$ cat config.mk
export PLATFORM = sky130hd
export DESIGN_NAME = trig_top
export DESIGN_NICKNAME = d
export VERILOG_FILES = /design/src/trig_pkg.sv /design/src/csr_wb_slave.sv /design/src/led_stretch.sv /design/src/tok_link_fmt.sv /design/src/trig_frame_rx.sv /design/src/trig_top.sv
export SDC_FILE = /design/constraint.sdc
export NUM_CORES = 1
export LEC_CHECK = 0
export BUFFER_PORTS_ARGS = -buffer_cell sky130_fd_sc_hd__buf_4
export CORE_ASPECT_RATIO = 1.25
export CORE_MARGIN = 2
export CORE_UTILIZATION = 50
export DETAILED_ROUTE_END_ITERATION = 16
export GPL_TIMING_DRIVEN = 0
export PLACE_DENSITY = 0.69
export RECOVER_POWER = 50
export SETUP_SLACK_MARGIN = 0.05
export SLEW_MARGIN = 20
export SYNTH_ARGS = -nofsm -noshare
export SYNTH_HDL_FRONTEND = slang
export SYNTH_SLANG_ARGS = --single-unit
$ cat constraint.sdc
create_clock -name CLK125 -period 10 [get_ports CLK125]
set_clock_uncertainty 0.1 [all_clocks]
set_input_delay 2 -clock CLK125 [delete_from_list [all_inputs] [get_ports CLK125]]
set_output_delay 2 -clock CLK125 [all_outputs]
set_load 0.005 [all_outputs]
$ cat src/trig_pkg.sv
package trig_pkg;

	////////////////////
	// Widths
	////////////////////

	// Trigger token carried in one frame
	localparam int TOKEN_W = 10;
	// Front-panel LEDs
	localparam int NUM_LEDS = 4;
	// Word sent to the channel links
	localparam int LINK_W = 16;
	// Wishbone data and word address
	localparam int WB_DAT_W = 32;
	localparam int WB_ADR_W = 2;
	// Running token count in STATUS
	localparam int TOK_CNT_W = 16;

	////////////////////
	// Constants
	////////////////////

	// Idle comma, goes out as a K-character
	localparam logic [LINK_W-1:0] COMMA_WORD = 16'h00BC;
	// Top five bits of a token word
	localparam logic [4:0] LINK_TOK_TAG = 5'b10000;
	// Returned by the VERSION register
	localparam logic [WB_DAT_W-1:0] FW_VERSION = 32'h5446_0102;

	////////////////////
	// Enums
	////////////////////

	// Register word addresses, address 3 reads as zero
	typedef enum logic [WB_ADR_W-1:0] {
		CSR_CTRL    = 2'd0,
		CSR_STATUS  = 2'd1,
		CSR_VERSION = 2'd2
	} csr_addr_e;

	// Frame receiver states
	typedef enum logic [1:0] {
		RX_IDLE,
		RX_DATA,
		RX_PARITY
	} rx_state_e;

	////////////////////
	// Structs
	////////////////////

	// One decoded frame, valid for a single cycle
	typedef struct packed {
		logic               valid;
		logic               err;
		logic [TOKEN_W-1:0] token;
	} tok_evt_t;

	// Link word with its K-character flag
	typedef struct packed {
		logic              is_k;
		logic [LINK_W-1:0] data;
	} link_word_t;

	// Wishbone master to slave
	typedef struct packed {
		logic                cyc;
		logic                stb;
		logic                we;
		logic [WB_ADR_W-1:0] adr;
		logic [WB_DAT_W-1:0] dat;
	} wb_req_t;

	// Wishbone slave to master
	typedef struct packed {
		logic                ack;
		logic [WB_DAT_W-1:0] dat;
	} wb_rsp_t;

	// One trigger request per LED
	typedef logic [NUM_LEDS-1:0] led_req_t;

endpackage

$ cat src/csr_wb_slave.sv
module csr_wb_slave import trig_pkg::*; (
	input  logic     CLK125,
	input  logic     rst_n_i,
	input  wb_req_t  wb_req_i,
	output wb_rsp_t  wb_rsp_o,
	input  tok_evt_t evt_i,
	output logic     enable_o,
	output logic     access_o
);

	// Unused STATUS bits between err flag and count
	localparam int STAT_PAD_W = WB_DAT_W - TOK_CNT_W - 1 - TOKEN_W;

	logic                 ack_q;
	logic [WB_DAT_W-1:0]  rdat_q;
	logic [WB_DAT_W-1:0]  rdat;
	logic [WB_DAT_W-1:0]  status_word;
	logic                 enable_q;
	logic [TOKEN_W-1:0]   last_tok_q;
	logic                 last_err_q;
	logic [TOK_CNT_W-1:0] tok_cnt_q;
	logic                 req;
	logic                 wr_ctrl;
	logic                 wr_status;
	csr_addr_e            addr;

	////////////////////
	// Bus decode
	////////////////////

	// New request, never on the cycle right after our own ack
	assign req  = wb_req_i.cyc & wb_req_i.stb & ~ack_q;
	assign addr = csr_addr_e'(wb_req_i.adr);

	assign wr_ctrl   = req & wb_req_i.we & (addr == CSR_CTRL);
	assign wr_status = req & wb_req_i.we & (addr == CSR_STATUS);

	assign status_word = {tok_cnt_q, {STAT_PAD_W{1'b0}}, last_err_q, last_tok_q};

	// Read mux
	always_comb begin
		case (addr)
			CSR_CTRL:    rdat = {{(WB_DAT_W-1){1'b0}}, enable_q};
			CSR_STATUS:  rdat = status_word;
			CSR_VERSION: rdat = FW_VERSION;
			default:     rdat = '0;
		endcase
	end

	////////////////////
	// Handshake
	////////////////////

	// Ack one edge after the request is first seen
	always_ff @(posedge CLK125) begin
		if (!rst_n_i)
			ack_q <= 1'b0;
		else
			ack_q <= req;
	end

	// Read data goes out with the ack
	always_ff @(posedge CLK125) begin
		if (req)
			rdat_q <= rdat;
	end

	assign wb_rsp_o.ack = ack_q;
	assign wb_rsp_o.dat = rdat_q;
	// One pulse per access, for the LED
	assign access_o     = ack_q;

	////////////////////
	// Registers
	////////////////////

	// CTRL bit 0 gates token capture
	always_ff @(posedge CLK125) begin
		if (!rst_n_i)
			enable_q <= 1'b0;
		else if (wr_ctrl)
			enable_q <= wb_req_i.dat[0];
	end

	assign enable_o = enable_q;

	// Status follows each event, same edge as the link word
	always_ff @(posedge CLK125) begin
		if (!rst_n_i) begin
			last_tok_q <= '0;
			last_err_q <= 1'b0;
			tok_cnt_q  <= '0;
		end else begin
			if (evt_i.valid) begin
				last_tok_q <= evt_i.token;
				last_err_q <= evt_i.err;
			end
			// Write clears, an event on the same edge still counts
			tok_cnt_q <= (wr_status ? '0 : tok_cnt_q) + TOK_CNT_W'(evt_i.valid);
		end
	end

endmodule

$ cat src/led_stretch.sv
module led_stretch import trig_pkg::*; #(
	parameter int unsigned LED_STRETCH = 12_500_000
) (
	input  logic                CLK125,
	input  logic                rst_n_i,
	input  led_req_t            req_i,
	output logic [NUM_LEDS-1:0] led_o
);

	localparam int CNT_W = $clog2(LED_STRETCH + 1);

	// One down-counter per LED
	logic [CNT_W-1:0] cnt_q [NUM_LEDS];

	////////////////////
	// Stretchers
	////////////////////

	always_ff @(posedge CLK125) begin
		if (!rst_n_i) begin
			for (int i = 0; i < NUM_LEDS; i++)
				cnt_q[i] <= '0;
		end else begin
			for (int i = 0; i < NUM_LEDS; i++) begin
				// Retrigger restarts the full hold time
				if (req_i[i])
					cnt_q[i] <= CNT_W'(LED_STRETCH);
				else if (cnt_q[i] != '0)
					cnt_q[i] <= cnt_q[i] - 1'b1;
			end
		end
	end

	// Lit while counting
	always_comb begin
		for (int i = 0; i < NUM_LEDS; i++)
			led_o[i] = (cnt_q[i] != '0);
	end

endmodule

$ cat src/tok_link_fmt.sv
module tok_link_fmt import trig_pkg::*; (
	input  logic       CLK125,
	input  logic       rst_n_i,
	input  tok_evt_t   evt_i,
	output link_word_t link_o
);

	link_word_t next_word;

	////////////////////
	// Word select
	////////////////////

	always_comb begin
		if (evt_i.valid) begin
			// Token word, plain data
			next_word.is_k = 1'b0;
			next_word.data = {LINK_TOK_TAG, evt_i.err, evt_i.token};
		end else begin
			// Idle comma
			next_word.is_k = 1'b1;
			next_word.data = COMMA_WORD;
		end
	end

	////////////////////
	// Output register
	////////////////////

	// Token word lasts exactly one cycle
	always_ff @(posedge CLK125) begin
		if (!rst_n_i) begin
			link_o.is_k <= 1'b1;
			link_o.data <= COMMA_WORD;
		end else begin
			link_o <= next_word;
		end
	end

endmodule

$ cat src/trig_frame_rx.sv
module trig_frame_rx import trig_pkg::*; (
	input  logic     CLK125,
	input  logic     rst_n_i,
	input  logic     ser_trig_i,
	input  logic     enable_i,
	input  logic     inh_i,
	output tok_evt_t evt_o
);

	localparam int BIT_CNT_W = $clog2(TOKEN_W);

	rx_state_e          state_q;
	logic [BIT_CNT_W-1:0] bit_cnt_q;
	logic [TOKEN_W-1:0] shift_q;
	// Frame done at the parity edge, presented one edge later
	tok_evt_t           pend_q;
	logic               par_err;

	// Even parity over token plus parity bit must come out zero
	assign par_err = (^shift_q) ^ ser_trig_i;

	////////////////////
	// Frame FSM
	////////////////////

	always_ff @(posedge CLK125) begin
		if (!rst_n_i) begin
			state_q   <= RX_IDLE;
			bit_cnt_q <= '0;
			pend_q    <= '0;
		end else begin
			// Single-cycle pending flag by default
			pend_q.valid <= 1'b0;
			case (state_q)
				RX_IDLE: begin
					// Start bit counts only when capture is allowed
					if (ser_trig_i && enable_i && !inh_i) begin
						state_q   <= RX_DATA;
						bit_cnt_q <= '0;
					end
				end
				RX_DATA: begin
					bit_cnt_q <= bit_cnt_q + 1'b1;
					// Last token bit taken
					if (bit_cnt_q == BIT_CNT_W'(TOKEN_W - 1))
						state_q <= RX_PARITY;
				end
				RX_PARITY: begin
					// Inhibit no longer matters here, frame completes
					pend_q.valid <= 1'b1;
					pend_q.err   <= par_err;
					pend_q.token <= shift_q;
					state_q      <= RX_IDLE;
				end
				default: state_q <= RX_IDLE;
			endcase
		end
	end

	// Token bits, MSB first
	always_ff @(posedge CLK125) begin
		if (state_q == RX_DATA)
			shift_q <= {shift_q[TOKEN_W-2:0], ser_trig_i};
	end

	////////////////////
	// Event output
	////////////////////

	// Valid in the cycle after the edge following the parity bit
	always_ff @(posedge CLK125) begin
		if (!rst_n_i)
			evt_o <= '0;
		else
			evt_o <= pend_q;
	end

endmodule

$ cat src/trig_top.sv
module trig_top import trig_pkg::*; #(
	parameter int unsigned LED_STRETCH = 12_500_000
) (
	input  logic                CLK125,
	input  logic                rst_n_i,
	input  logic                ser_trig_i,
	input  logic                inh_i,
	input  wb_req_t             wb_req_i,
	output wb_rsp_t             wb_rsp_o,
	output link_word_t          link_o,
	output logic [NUM_LEDS-1:0] led_o
);

	tok_evt_t evt;
	logic     enable;
	logic     access;
	led_req_t led_req;

	////////////////////
	// Token path
	////////////////////

	// Serial frame decode
	trig_frame_rx i_rx (
		.CLK125     (CLK125),
		.rst_n_i    (rst_n_i),
		.ser_trig_i (ser_trig_i),
		.enable_i   (enable),
		.inh_i      (inh_i),
		.evt_o      (evt)
	);

	// Token word or comma to the links
	tok_link_fmt i_fmt (
		.CLK125  (CLK125),
		.rst_n_i (rst_n_i),
		.evt_i   (evt),
		.link_o  (link_o)
	);

	////////////////////
	// Slow control
	////////////////////

	csr_wb_slave i_csr (
		.CLK125   (CLK125),
		.rst_n_i  (rst_n_i),
		.wb_req_i (wb_req_i),
		.wb_rsp_o (wb_rsp_o),
		.evt_i    (evt),
		.enable_o (enable),
		.access_o (access)
	);

	////////////////////
	// LEDs
	////////////////////

	// Token error
	assign led_req[0] = evt.valid & evt.err;
	// Register access
	assign led_req[1] = access;
	// Token received
	assign led_req[2] = evt.valid;
	// No inhibit
	assign led_req[3] = ~inh_i;

	led_stretch #(
		.LED_STRETCH (LED_STRETCH)
	) i_led (
		.CLK125  (CLK125),
		.rst_n_i (rst_n_i),
		.req_i   (led_req),
		.led_o   (led_o)
	);

endmodule
==> results.json <==
{
  "status": "finished, violations left",
  "violations": "capacitance limit, slew limit",
  "grt_pass1_vias": 6024,
  "synthCells": 839,
  "die_x_um": 126.8,
  "rows": 56,
  "gr-usage-all-layers_pct": 17.78,
  "p_leak_nw": 4.060,
  "cp-start-kind": "input port",
  "syn_area_per_cell_um2": 11.23,
  "worst_ep_arrival_time_ps": 5160,
  "fin_nets": 975,
  "irDropWorstVdd_uv": 138.1,
  "crit_slowest_cell": "clkbuf_1",
  "drive_above_1_share_pct": 13.34,
  "cap_violations": 2,
  "clk_pin_slew_worst_paths_ps": 60,
  "stdcell_count": 1169,
  "fin_tns_setup_ps": 0,
  "period_share_pct": 48.79,
  "ys_ff_latch": 205,
  "end_kind": "flop",
  "syn2layout_area_growth_pct": 13.65,
  "hold_slack_ps": 344.1,
  "routed_wl_um": 17750,
  "clockPowerShare_pct": 29.9,
  "final_cell_mix": "133 x edfxtp_1, 108 x nor2_1, 72 x dfxtp_1",
  "worst_ep_required_time_ps": 10280,
  "clock_latency_ps": 500,
  "cts_root_buffer": "clkbuf_16",
  "pwr_density_cell_nw_per_um2": 217.8,
  "antenna_cells": 0,
  "fin_util_pct": 57.47,
  "cts_buffer_depth": 3,
  "drc": 0,
  "min_path_type": "reg2reg",
  "chipHeight_um": 157.5,
  "drtPass1Iterations": 5,
  "numPortBuffers": 53,
  "internal_power_mw": 1.635,
  "worstSetupPathType": "in2reg",
  "worstPathCellList": "clkbuf_1 > and3b_1 > clkbuf_1 > nand3_1 > and2_1 > ha_1 > ha_1 > and4_1 > nand2_1 > or4_1 > xnor2_1 > nor2_1",
  "hold_viol": 0,
  "combPwrFrac_pct": 22.4,
  "clock.fmax_mhz": 205.0,
  "routedWlPerCell_um": 15.19,
  "slew_viol_final": 57,
  "vias_per_cell": 5.389,
  "grt_start_max_net_pins": 32,
  "min_period_ps": 4879,
  "ys_seq_area_share_pct": 57.67,
  "p_sw_mw": 0.6983,
  "synth_edf_count": 133,
  "ant_nets": 0,
  "syn-cell-area_um2": 9425,
  "vias": 6300,
  "synth_cell_type_count": 61,
  "rsz0062_at_grt": "no",
  "cts_hold_buf": 0,
  "finalWorstSetupSlack_ps": 5121,
  "synthFlopType": "edfxtp_1",
  "final_common_cell": "edfxtp_1",
  "core_area_um2": 18640,
  "hpwlAfterDp_um": 12150,
  "cp_max_fo": 31,
  "cts_tree": "yes",
  "numPlacedInstances": 1132,
  "cts_sinks": 205,
  "start_util_pct": 50.57,
  "switching_share_pct": 29.93,
  "grt_antenna_before_repair": 0,
  "numCtsBuffers": 21,
  "dp_slack_ps": 5106,
  "seq_power_share_pct": 47.7,
  "dieArea_um2": 19970,
  "gp_congestion": 0.8293,
  "io_pins": 95,
  "cts.htree.levels": 1,
  "initialDrtViolationCount": 473,
  "cts_setup_buffers": 0,
  "worst_pin_slew_ps": 1640,
  "setup_viol": 0,
  "grt-ovfl-total": 0,
  "slew_headroom_pct": -9.343,
  "ctsResizeCount": 0,
  "yosys_warnings": 0,
  "cpPeakStageDelay_ps": 1170,
  "async_flop_share_pct": 0,
  "grt_pass1_wl_um": 29170
}
critical path: cells and delay by family:
kind / cells / cell delay, ps
buf+inv: 2 / 1310
fa+ha+maj: 2 / 440
xor+xnor: 1 / 110
simple gates: 7 / 1280
power by group through the flow:
| stage | combinational [mW] | sequential (mW) | clock (mW) |
|---|---|---|---|
| after floorplan | 0.427 | 1.11 | 0 |
| after global placement | 0.517 | 1.13 | 0 |
| after detailed placement | 0.525 | 1.13 | 0 |
| after global routing | 0.591 | 1.13 | 0.742 |
| final | 0.523 | 1.11 | 0.697 |
| after CTS | 0.529 | 1.11 | 0.716 |
routing by layer:
| metal | track usage, % | part of all wire [%] | up-vias |
|---|---|---|---|
| met4 | 5.651 | 2.1 | 0 |
| met5 | 0 | 0 | - |
| met3 | 2.413 | 3.9 | 31 |
| li1 | - | - | 3167 |
| met1 | 22.94 | 45 | 2990 |
| met2 | 31.08 | 49 | 112 |
path summary, 6_finish.rpt:
check | from | endpoint | slack [ps] | depth (start not counted)
worst max-delay path | wb_req_i[35] | i_csr.tok_cnt_q[14] | 5120 | 12
worst max register to register | i_csr.access_o | i_csr.tok_cnt_q[14] | 6340 | 11
worst min-delay path | i_rx.pend_q[11] | i_rx.evt_o[11] | 340 | 1
worst min register to register | i_rx.pend_q[11] | i_rx.evt_o[11] | 340 | 1
state kept, by name, indices dropped and copies added (netlist names):
signal / cells
i_csr.tok_cnt_q: 16
i_fmt.link_o: 13
i_csr.enable_o: 1
i_csr.access_o: 1
i_csr.last_err_q: 1
i_rx.shift_q: 10
i_led.cnt_q: 96
i_rx.state_q: 2
i_rx.pend_q: 12
i_csr.last_tok_q: 10
i_csr.rdat_q: 27
i_rx.evt_o: 12
i_rx.bit_cnt_q: 4
synthesized netlist by cell type (12+ instances only):
cell type,n,area (µm²)
a21oi_1,35,175.2
and2_1,35,219.0
and3_1,12,75.07
buf_4,13,97.59
clkbuf_1,22,82.58
dfxtp_1,72,1441
edfxtp_1,133,3994
inv_1,23,86.33
mux2i_1,14,140.1
nand2_1,41,153.9
nand3_1,23,115.1
nor2_1,108,405.4
nor3_1,19,95.09
nor4_1,16,100.1
o21ai_0,17,85.08
or3_1,15,93.84
xnor2_1,53,464.2
xor2_1,35,306.5
kinds of logic after synthesis:
family	count (synthesis)	synth area share, %
and+or+nand+nor	346	20.51
DFF	205	57.67
AOI/OAI and AO/OA	107	7.248
xor gates and xnor gates	88	8.177
buffers and inverters	67	3.411
muxes	14	1.487
adders and majority gates	11	1.460
other	1	0.03979
layout make-up:
class	instances	area [µm²]
fill	1606	7926
sequential	205	5435
multi-input combinational	575	3687
clock buffer	23	533.0
timing repair buffer	53	382.9
tap	232	290.3
buffer	43	221.5
inverter	24	90.09
clock inverter	14	71.32
through the flow:
| stage | power [mW] | instance area, µm² |
|---|---|---|
| 2_1_floorplan | 1.536 | 9455 |
| 3_3_place_gp | 1.645 | 10140 |
| 3_5_place_dp | 1.653 | 10140 |
| 4_1_cts | 2.356 | 10750 |
| 5_1_grt | 2.460 | 10710 |
| 6_report | 2.333 | 10710 |
No activity file was read; power rests on OpenSTA's default activity.
